$ cat src/source/ddr_read_pkg.sv
package ddr_read_pkg;

// ======================================================================
// widths
// ======================================================================

    localparam int INST_W        = 62;
    localparam int DDR_ADDR_W    = 32;
    localparam int BURST_W       = 16;

    // 32 bytes per pixel-channel unit
    localparam int BEAT_SHIFT    = 5;
    // burst multiplier for the triple weight read
    localparam int LINEAR_TRIPLE = 3;

    // whatever is left of the instruction word after the named fields
    localparam int SPARE_W = INST_W - 4 - 6 - 4 - 4 - 8 - DDR_ADDR_W;

    // job ports, bit positions in the idle vector
    localparam int JOB_NUM  = 4;
    localparam int JOB_DBUF = 0;
    localparam int JOB_IBUF = 1;
    localparam int JOB_DDR1 = 2;
    localparam int JOB_DDR2 = 3;

// ======================================================================
// opcodes
// ======================================================================

    typedef enum logic [3:0] {
        RD_OP_D   = 4'b0000,    // tile read, channel 1 into dbuf
        RD_OP_G   = 4'b0001,    // tile read, both channels into dbuf
        RD_OP_DW  = 4'b0100,    // linear read, channel 2 into ibuf
        RD_OP_DW3 = 4'b0110     // same with triple length
    } rd_opcode_t;

    typedef enum logic {
        OWNER_DBUF = 1'b0,
        OWNER_IBUF = 1'b1
    } ddr2_owner_t;

// ======================================================================
// instruction and layer
// ======================================================================

    // same bit positions for every opcode
    typedef struct packed {
        logic [3:0]            opcode;
        logic [5:0]            buf_id;
        logic [SPARE_W-1:0]    spare;
        logic [3:0]            row_num;
        logic [3:0]            pix_num;
        logic [7:0]            size;
        logic [DDR_ADDR_W-1:0] st_addr;
    } ins_word_t;

    typedef struct packed {
        logic [3:0] layer_type;
        logic [7:0] image_width;
        logic [3:0] in_ch_seg;
    } layer_cfg_t;

// ======================================================================
// job payloads
// ======================================================================

    typedef struct packed {
        logic [DDR_ADDR_W-1:0] st_addr;
        logic [BURST_W-1:0]    burst;
        logic [DDR_ADDR_W-1:0] step;
        logic [BURST_W-1:0]    burst_num;
    } burst_cmd_t;

    typedef struct packed {
        logic [3:0] mode;
        logic [3:0] ch_num;
        logic [3:0] row_num;
        logic [3:0] pix_num;
        logic       dual;
    } dbuf_cfg_t;

    // fixed part only, the PE mask travels beside it
    typedef struct packed {
        logic [3:0] mode;
        logic [7:0] idx_num;
    } ibuf_cfg_head_t;

endpackage

$ cat src/source/ddr_read_cfg.sv
`timescale 1ns/10ps

module ddr_read_cfg #(
    parameter int PE_NUM = 32
) (
    input  logic                         clk,
    input  logic                         rst,

    // instruction intake
    input  logic                         ins_req,
    output logic                         ins_ack,
    input  ddr_read_pkg::ins_word_t      ins,
    input  ddr_read_pkg::layer_cfg_t     layer,

    // data buffer job
    output logic                         dbuf_req,
    input  logic                         dbuf_ack,
    output ddr_read_pkg::dbuf_cfg_t      dbuf_cfg,

    // weight buffer job
    output logic                         ibuf_req,
    input  logic                         ibuf_ack,
    output ddr_read_pkg::ibuf_cfg_head_t ibuf_cfg,
    output logic [PE_NUM-1:0]            ibuf_mask,

    // DDR read channels
    output logic                         ddr1_req,
    input  logic                         ddr1_ack,
    output ddr_read_pkg::burst_cmd_t     ddr1_cmd,
    output logic                         ddr2_req,
    input  logic                         ddr2_ack,
    output ddr_read_pkg::burst_cmd_t     ddr2_cmd,
    output ddr_read_pkg::ddr2_owner_t    ddr2_owner
);

    wire [ddr_read_pkg::JOB_NUM-1:0] jobs_idle;

    logic                    issue;
    ddr_read_pkg::ins_word_t held_ins;

    logic dbuf_start;
    logic ibuf_start;
    logic ddr1_start;
    logic ddr2_start;

// ======================================================================
// intake and decode
// ======================================================================

    ins_accept u_ins_accept (
        .clk       (clk),
        .rst       (rst),
        .ins_req   (ins_req),
        .ins_ack   (ins_ack),
        .ins       (ins),
        .jobs_idle (jobs_idle),
        .issue     (issue),
        .held_ins  (held_ins)
    );

    ins_dispatch #(
        .PE_NUM (PE_NUM)
    ) u_ins_dispatch (
        .clk        (clk),
        .rst        (rst),
        .issue      (issue),
        .held_ins   (held_ins),
        .layer      (layer),
        .dbuf_start (dbuf_start),
        .ibuf_start (ibuf_start),
        .ddr1_start (ddr1_start),
        .ddr2_start (ddr2_start),
        .dbuf_cfg   (dbuf_cfg),
        .ibuf_cfg   (ibuf_cfg),
        .ibuf_mask  (ibuf_mask),
        .ddr1_cmd   (ddr1_cmd),
        .ddr2_cmd   (ddr2_cmd),
        .ddr2_owner (ddr2_owner)
    );

// ======================================================================
// job ports
// ======================================================================

    job_port dbuf_port (
        .clk   (clk),
        .rst   (rst),
        .start (dbuf_start),
        .ack   (dbuf_ack),
        .req   (dbuf_req),
        .idle  (jobs_idle[ddr_read_pkg::JOB_DBUF])
    );

    job_port ibuf_port (
        .clk   (clk),
        .rst   (rst),
        .start (ibuf_start),
        .ack   (ibuf_ack),
        .req   (ibuf_req),
        .idle  (jobs_idle[ddr_read_pkg::JOB_IBUF])
    );

    job_port ddr1_port (
        .clk   (clk),
        .rst   (rst),
        .start (ddr1_start),
        .ack   (ddr1_ack),
        .req   (ddr1_req),
        .idle  (jobs_idle[ddr_read_pkg::JOB_DDR1])
    );

    job_port ddr2_port (
        .clk   (clk),
        .rst   (rst),
        .start (ddr2_start),
        .ack   (ddr2_ack),
        .req   (ddr2_req),
        .idle  (jobs_idle[ddr_read_pkg::JOB_DDR2])
    );

endmodule

$ cat src/source/ins_accept.sv
`timescale 1ns/10ps

module ins_accept (
    input  logic                               clk,
    input  logic                               rst,

    input  logic                               ins_req,
    output logic                               ins_ack,
    input  ddr_read_pkg::ins_word_t            ins,

    input  logic [ddr_read_pkg::JOB_NUM-1:0]   jobs_idle,

    output logic                               issue,
    output ddr_read_pkg::ins_word_t            held_ins
);

    logic                    all_idle;
    logic                    accept;
    ddr_read_pkg::ins_word_t hold_q;

// ======================================================================
// intake handshake
// ======================================================================

    // previous instruction finished only when every port is back idle
    assign all_idle = &jobs_idle;

    // new request, old one fully closed, nothing in flight
    assign accept = ins_req && !ins_ack && all_idle;

    assign issue = accept;

    always_ff @(posedge clk) begin
        if (rst) begin
            ins_ack <= 1'b0;
        end else if (accept) begin
            ins_ack <= 1'b1;
        end else if (ins_ack && !ins_req) begin
            ins_ack <= 1'b0;
        end
    end

// ======================================================================
// instruction hold
// ======================================================================

    // ins is only guaranteed stable while req is up and unacknowledged
    always_ff @(posedge clk) begin
        if (accept) begin
            hold_q <= ins;
        end
    end

    // live word on the accepting cycle, held copy afterwards
    always_comb begin
        if (accept) begin
            held_ins = ins;
        end else begin
            held_ins = hold_q;
        end
    end

endmodule

$ cat src/source/ins_dispatch.sv
`timescale 1ns/10ps

module ins_dispatch #(
    parameter int PE_NUM = 32
) (
    input  logic                         clk,
    input  logic                         rst,

    input  logic                         issue,
    input  ddr_read_pkg::ins_word_t      held_ins,
    input  ddr_read_pkg::layer_cfg_t     layer,

    output logic                         dbuf_start,
    output logic                         ibuf_start,
    output logic                         ddr1_start,
    output logic                         ddr2_start,

    output ddr_read_pkg::dbuf_cfg_t      dbuf_cfg,
    output ddr_read_pkg::ibuf_cfg_head_t ibuf_cfg,
    output logic [PE_NUM-1:0]            ibuf_mask,
    output ddr_read_pkg::burst_cmd_t     ddr1_cmd,
    output ddr_read_pkg::burst_cmd_t     ddr2_cmd,
    output ddr_read_pkg::ddr2_owner_t    ddr2_owner
);

    localparam int BURST_W    = ddr_read_pkg::BURST_W;
    localparam int DDR_ADDR_W = ddr_read_pkg::DDR_ADDR_W;

    localparam logic [PE_NUM-1:0] MASK_ONE  = PE_NUM'(1);
    localparam logic [PE_NUM-1:0] MASK_QUAD = PE_NUM'(4'hf);

    typedef struct packed {
        ddr_read_pkg::ibuf_cfg_head_t head;
        logic [PE_NUM-1:0]            mask;
    } ibuf_cfg_t;

    logic                     is_tile;
    logic                     is_dual;
    logic                     is_lin;
    logic                     is_triple;

    logic [BURST_W-1:0]       pix_cnt;
    logic [DDR_ADDR_W-1:0]    pix_cnt_wide;
    logic [BURST_W-1:0]       size_ext;
    logic [PE_NUM-1:0]        mask_next;

    ddr_read_pkg::burst_cmd_t tile_cmd;
    ddr_read_pkg::burst_cmd_t lin_cmd;
    ibuf_cfg_t                ibuf_q;

// ======================================================================
// opcode decode
// ======================================================================

    assign is_dual   = (held_ins.opcode == ddr_read_pkg::RD_OP_G);
    assign is_tile   = (held_ins.opcode == ddr_read_pkg::RD_OP_D) || is_dual;
    assign is_triple = (held_ins.opcode == ddr_read_pkg::RD_OP_DW3);
    assign is_lin    = (held_ins.opcode == ddr_read_pkg::RD_OP_DW) || is_triple;

    // unknown opcodes fall through with no start at all
    assign dbuf_start = issue && is_tile;
    assign ddr1_start = issue && is_tile;
    assign ibuf_start = issue && is_lin;
    assign ddr2_start = issue && (is_dual || is_lin);

// ======================================================================
// burst arithmetic
// ======================================================================

    assign pix_cnt      = BURST_W'(held_ins.pix_num) + 1'b1;
    assign pix_cnt_wide = DDR_ADDR_W'(held_ins.pix_num) + 1'b1;
    assign size_ext     = BURST_W'(held_ins.size);

    // tile read, one row of pixels per burst, stride of a full image row
    always_comb begin
        tile_cmd.st_addr   = held_ins.st_addr;
        tile_cmd.burst     = (pix_cnt * BURST_W'(layer.in_ch_seg))
                             << ddr_read_pkg::BEAT_SHIFT;
        tile_cmd.step      = (pix_cnt_wide * DDR_ADDR_W'(layer.image_width))
                             << ddr_read_pkg::BEAT_SHIFT;
        tile_cmd.burst_num = BURST_W'(held_ins.row_num);
    end

    // linear read, single burst
    always_comb begin
        lin_cmd.st_addr   = held_ins.st_addr;
        lin_cmd.burst     = is_triple ? size_ext * BURST_W'(ddr_read_pkg::LINEAR_TRIPLE)
                                      : size_ext;
        lin_cmd.step      = '0;
        lin_cmd.burst_num = '0;
    end

    // single PE or a group of four, bits past PE_NUM drop off
    assign mask_next = layer.layer_type[0] ? (MASK_ONE << held_ins.buf_id)
                                           : (MASK_QUAD << {held_ins.buf_id, 2'b00});

// ======================================================================
// payload registers
// ======================================================================

    always_ff @(posedge clk) begin
        if (dbuf_start) begin
            dbuf_cfg.mode    <= layer.layer_type;
            dbuf_cfg.ch_num  <= held_ins.size[3:0];
            dbuf_cfg.row_num <= held_ins.row_num;
            dbuf_cfg.pix_num <= held_ins.pix_num;
            dbuf_cfg.dual    <= is_dual;
        end
    end

    always_ff @(posedge clk) begin
        if (ibuf_start) begin
            ibuf_q.head.mode    <= layer.layer_type;
            ibuf_q.head.idx_num <= held_ins.size;
            ibuf_q.mask         <= mask_next;
        end
    end

    assign ibuf_cfg  = ibuf_q.head;
    assign ibuf_mask = ibuf_q.mask;

    always_ff @(posedge clk) begin
        if (ddr1_start) begin
            ddr1_cmd <= tile_cmd;
        end
    end

    // channel 2 carries the second tile half or the weight read
    always_ff @(posedge clk) begin
        if (ddr2_start) begin
            ddr2_cmd <= is_lin ? lin_cmd : tile_cmd;
        end
    end

    // read-return path of channel 2
    always_ff @(posedge clk) begin
        if (rst) begin
            ddr2_owner <= ddr_read_pkg::OWNER_DBUF;
        end else if (ddr2_start) begin
            ddr2_owner <= is_lin ? ddr_read_pkg::OWNER_IBUF : ddr_read_pkg::OWNER_DBUF;
        end
    end

endmodule

$ cat src/source/job_port.sv
`timescale 1ns/10ps

module job_port (
    input  logic clk,
    input  logic rst,
    input  logic start,
    input  logic ack,
    output logic req,
    output logic idle
);

    typedef enum logic [1:0] {
        S_IDLE = 2'b00,
        S_REQ  = 2'b01,
        S_DROP = 2'b10
    } state_t;

    state_t state;

// ======================================================================
// four-phase sequencer
// ======================================================================

    always_ff @(posedge clk) begin
        if (rst) begin
            state <= S_IDLE;
        end else begin
            case (state)
                S_IDLE: begin
                    if (start) begin
                        state <= S_REQ;
                    end
                end
                // hold req until the consumer reports done
                S_REQ: begin
                    if (ack) begin
                        state <= S_DROP;
                    end
                end
                // req is down, wait for ack to return low
                S_DROP: begin
                    if (!ack) begin
                        state <= S_IDLE;
                    end
                end
                default: begin
                    state <= S_IDLE;
                end
            endcase
        end
    end

    assign req  = (state == S_REQ);
    assign idle = (state == S_IDLE);

endmodule

$ cat config.mk
export PLATFORM = sky130hd
export DESIGN_NAME = ddr_read_cfg
export DESIGN_NICKNAME = d
export VERILOG_FILES = /design/src/source/ddr_read_pkg.sv /design/src/source/ddr_read_cfg.sv /design/src/source/ins_accept.sv /design/src/source/ins_dispatch.sv /design/src/source/job_port.sv
export SDC_FILE = /design/constraint.sdc
export NUM_CORES = 1
export LEC_CHECK = 0
export BUFFER_PORTS_ARGS = -buffer_cell sky130_fd_sc_hd__buf_4
export CAP_MARGIN = 20
export CELL_PAD_IN_SITES_DETAIL_PLACEMENT = 2
export CELL_PAD_IN_SITES_GLOBAL_PLACEMENT = 2
export CORE_MARGIN = 8
export CORE_UTILIZATION = 36
export CTS_CLUSTER_SIZE = 25
export DETAILED_ROUTE_END_ITERATION = 6
export PLACE_DENSITY = 0.95
export SYNTH_ARGS = -nofsm -noshare
export SYNTH_HDL_FRONTEND = slang
export SYNTH_SLANG_ARGS = --single-unit
$ cat constraint.sdc
create_clock -name clk -period 19.8 [get_ports clk]
set_input_delay 0.99 -clock clk [delete_from_list [all_inputs] [get_ports clk]]
set_output_delay 0.99 -clock clk [all_outputs]
set_load 0.1 [all_outputs]
# == After elaboration in Yosys (flattened, before gate mapping) ==
# Cells that the tools add are included.
# totals
regBits,299
in_bits,85
out_inout_bits,259
elab_cells,105
# classes
addsub,2
mul,3
n_eq_ne,23
shifts,2
mux,22
n_reduce_logical,22
# op_table
op,count
$mux W64,1
$mux W62,1
$mul A32 B8 Y27,1
$mux W32,1
$shl A1 B6 Y32 const A,1
$shl A4 B8 Y32 const A,1
$pmux W2 S3,4
$mux W2,11
$mul A16 B4 Y11,1
$mux W16,1
$ne A2 B1 Y1 const B,7
$reduce_and A3 Y1,4
$add A4 B1 Y5 const B,2
$mul A8 B2 Y10 const B,1
$ne A2 B2 Y1 const B,5
$eq A2 B1 Y1 const B,4
$eq A2 B2 Y1 const B,4
$eq A4 B3 Y1 const B,2
$logic_not A2 Y1,4
$logic_and A1 B1 Y1,6
$eq A4 B1 Y1 const B,1
$logic_not A4 Y1,1
$reduce_and A4 Y1,1
$logic_or A1 B1 Y1,3
3 further kinds,6

# == Depth between registers and ports, before layout ==
# logic_depth
word_depth,10
mapped_depth,24
mapped_depth_nobuf,20

# == Hierarchy ==
# Synthesis repeated with hierarchy kept, for this count alone.
# hier_totals
hier_cells,872
area_unflattened_um2,11862.6
# modules_own_cells
module,instances,cells_each,area_per_inst_um2,seq_area_each_um2
ins_dispatch,1,700,9147.5,5365.1
ins_accept,1,136,2344.7,1261.2
job_port,4,9,92.6,40.0

# == Worst setup path before layout ==
# No wires, ideal clock.
# synth_path
kind,flip-flop to flip-flop
startpoint,register u_ins_accept.ins_ack
endpoint,"register, netlist name u_ins_dispatch.ddr2_cmd[0]"
arrival_ns,6.284
slack_ns,12.945
path_stages_with_launch,6
n_path_buf,2
path_cell_list,dfxtp_1 -> nor4_2 -> nand4b_2 -> buf_2 -> buf_1 -> nor3_1
# synth_via
elab_chain_len,8
# synth_rtl
item,line,text
from (decl),ins_accept.sv:8,"output logic ins_ack,"
from (signal assigned),ins_accept.sv:35,ins_ack <= 1'b0;
from (signal assigned),ins_accept.sv:37,ins_ack <= 1'b1;
from (signal assigned),ins_accept.sv:39,ins_ack <= 1'b0;
$logic_not A1 Y1 *,ins_accept.sv:29,assign accept = ins_req && !ins_ack && all_idle;
$logic_and A1 B1 Y1 * (2 in series),ins_accept.sv:29,
$mux W62,ins_accept.sv:56,if (accept) begin
"$eq A4 B3 Y1, on equally long branches","ins_dispatch.sv:58, ins_dispatch.sv:57",
$logic_or A1 B1 Y1,ins_dispatch.sv:58,assign is_lin = (held_ins.opcode == ddr_read_pkg::RD_OP_DW) || is_triple;
$logic_or A1 B1 Y1,ins_dispatch.sv:64,assign ddr2_start = issue && (is_dual || is_lin);
$logic_and A1 B1 Y1 *,ins_dispatch.sv:64,
named net ddr2_port.start,job_port.sv:6,"input logic start,"
# Mark *: on every way through the listed nets, which the timed path passes. The rest lies on a longest branch.
# A chain may end at the register's enable or synchronous reset.

==> run metrics <==
post-synthesis cell type with the largest combined area=edfxtp_1; RSZ-0062 raised after global routing=false; Final Cell Area=around 0.014 mm2; worst hold margin=0.4919 ns; root buf cell=clkbuf_16; TritonCTS clock tree=yes; Power Total=approximately 1.9 mW; critical path, cell by cell=nor4_2 -> nand4b_4 -> mux2i_1 -> buf_4 -> inv_1 -> ha_1 -> xor2_1 -> nand2_1 -> fa_1 -> fa_1 -> fa_1 -> inv_1 -> ha_1 -> nor2b_1 -> o41ai_1 -> o31ai_1 -> xor2_1 -> and2_1; #FFs+latches synth=250; Ys Warns=0; DRT iter0 DRCs=314; HPWL Detailed=between 20,000 and 30,000 um; Area Growth Syn to Fin=27.86%; slowest stage delay, CP=0.76 ns; Die Span Y=roughly 190 um; Clock Latency Late Sink=between 0.5 and 0.6 ns; Post-Layout Cell Count=1,555; CP delay by family, top=adder cells; hold buffers post-CTS=0; slack of the critical path=around 14 ns; drt drc=0; post-CTS sizing=0; final hold vios=0; gpl congestion=~0.80; fin crit period=approximately 6 ns; synth top area cells=edfxtp_1 (48%), dfxtp_1 (12%), mux2_2 (5.4%), ha_1 (5.1%), buf_4 (4.7%); Setup TNS=0 ns; Util after Layout=between 40% and 50%; Crit-path slowest cell=xor2_1; Vias per Instance=~5.1; f_max=around 160 MHz; CTS Buffer Depth=3; PD cells=130.0 mW/mm2; synthesized area per cell=roughly 13 um2; Worst IR Drop VDD=0.09404 mV; CTS clk-pin slew, worst paths=about 0.06 ns; PortBufs=roughly 270; leak pwr=~6 nW; H-tree depth=1; Setup crit end kind=register; placed insts=between 1,500 and 2,000; number of I/O pins=~340; most frequent cells in the layout=buf_4 (281), edfxtp_1 (182), dfxtp_1 (68), conb_1 (67), mux2_2 (54); Final setup viols=0; Final Cycle Share=31.20%; num rows=between 60 and 70; Final Max Tran Viols=0; drt pass-1 iters=4; total wire length=just over 40,000 um; crit path DAT=roughly 6.5 ns; most common cell after layout, fill and taps aside=buf_4; Initial Util=roughly 36%; register area share after synthesis=~60%; Critical Path Most Common Cell=fa_1; synthesized area=between 0.01 and 0.015 mm2; initial antenna violation count=1; pre-CTS setup slack=about 13 ns; vias after detailed routing=7,860; die area=0.03734 mm2; layout cells sized above 1=around a third; status=finished clean; Final #Nets=~1,300; Global Route Usage Sum=21.36%; Area after DPL=0.01353 mm2; Yosys cell types=between 40 and 50; crit path kind=register to register; CP max FO=14; Slew headroom=between 20% and 30%; Slew @ Worst Pin=approximately 1.1 ns; core box area=about 0.031 mm2; worst hold path type=register to register; Fin Clk Skew=roughly 0.027 ns; Num CTS Buffers=28; Crit path buffers/inverters=3; number of global-route vias before repair=roughly 8,900; DIE WIDTH=between 150 and 200 um; Post-CTS Setup Repair Bufs=0; synthesized instance count=847; Wirelength per Cell=around 27 um; largest net degree at the start of global routing=52; first-pass GRT wire length=61,490 um; WP data required=around 20 ns; # Max-Cap Violations=0; startpoint types=register; Yosys top cell area share=about half; CTS sink count=250; global route overflow=0; Antenna Violating Nets Remaining=0
==> worst register-to-register path: stages (launching register included) <==
cell and delay [ns]:
dfxtp_1 0.34, nor4_2 0.38, nand4b_4 0.18, mux2i_1 0.18
buf_4 0.21, inv_1 0.06, ha_1 0.30, xor2_1 0.76
nand2_1 0.16, fa_1 0.51, fa_1 0.54, fa_1 0.56
inv_1 0.04, ha_1 0.32, nor2b_1 0.16, o41ai_1 0.63
o31ai_1 0.23, xor2_1 0.20, and2_1 0.16
==> layer usage <==
metal  vias up  share of wire, %  GRT usage (%)
li1       3430                 -              -
met1      4018                39          24.54
met2       351                52          39.27
met3        61               6.4          5.085
met4         0               2.5          5.587
met5         -                 0              0
==> cell usage after synthesis, drive strengths merged <==
cell type  count
or3b           1
nor3           9
buf           83
xor2           8
inv           48
xnor2         17
clkbuf        11
nor4           2
nor2b          6
nand3b         6
nand4          1
o21a           3
and3          19
o31ai          3
nand3         10
a21o           8
nand2b        12
o21bai         4
or3            8
o21ai         22
nor3b          6
nand2         46
conb           1
dfxtp         68
nor2          21
mux2i          5
and2          43
a21oi         50
mux2          54
a211o          1
or4b           1
o211a          1
a211oi         4
edfxtp       182
nand4b         1
fa            25
or4            4
o221a          1
o41ai          1
ha            46
a31oi          5
==> worst paths after layout <==
check | startpoint | endpoint | slack, ns | cells after the start
max | ibuf_port.state[1]$_SDFFE_PP0P_ | u_ins_dispatch.ddr2_cmd[32]$_SDFFCE_PN0P_ | 13.62 | 18
min | u_ins_accept.hold_q[46]$_DFF_P_ | u_ins_accept.hold_q[46]$_DFF_P_ | 0.49 | 1
max reg2reg | ibuf_port.state[1]$_SDFFE_PP0P_ | u_ins_dispatch.ddr2_cmd[32]$_SDFFCE_PN0P_ | 13.62 | 18
min reg2reg | u_ins_accept.hold_q[46]$_DFF_P_ | u_ins_accept.hold_q[46]$_DFF_P_ | 0.49 | 1
==> sequential cells by signal, indices dropped and copies added (netlist names) <==
name,flops
u_ins_dispatch.ddr2_cmd,65
u_ins_accept.hold_q,58
u_ins_dispatch.ddr1_cmd,56
u_ins_dispatch.ibuf_mask,32
u_ins_dispatch.dbuf_cfg,17
u_ins_dispatch.ibuf_cfg,12
dbuf_port.state,2
ddr1_port.state,2
ddr2_port.state,2
ibuf_port.state,2
u_ins_accept.ins_ack,1
u_ins_dispatch.ddr2_owner,1
==> final cells by class <==
type / count / area [um2]
fill: 3083 / 16770
sequential: 250 / 6827
multi-input combinational: 521 / 3918
timing repair buffer: 281 / 2110
clock buffer: 40 / 805.8
tap: 402 / 503.0
inverter: 48 / 181.4
clock inverter: 12 / 112.6
antenna: 1 / 2.502
==> report_power, final <==
group | total (mW) | internal [mW] | leakage (nW) | switching, mW
clock | 0.523 | 0.298 | 0.452 | 0.225
combinational | 0.685 | 0.215 | 3.45 | 0.470
sequential | 0.672 | 0.650 | 2.25 | 0.0218
total | 1.88 | 1.16 | 6.15 | 0.717
==> cell families after synthesis <==
family | share of synthesized area [%]
other | 0.03316
AOI/OAI and AO/OA | 5.311
xor gates and xnor gates | 1.936
adders and majority gates | 9.515
and+or+nand+nor | 9.604
buffers and inverters | 7.302
muxes | 5.930
DFF | 60.37
(Power assumes the default switching activity.)
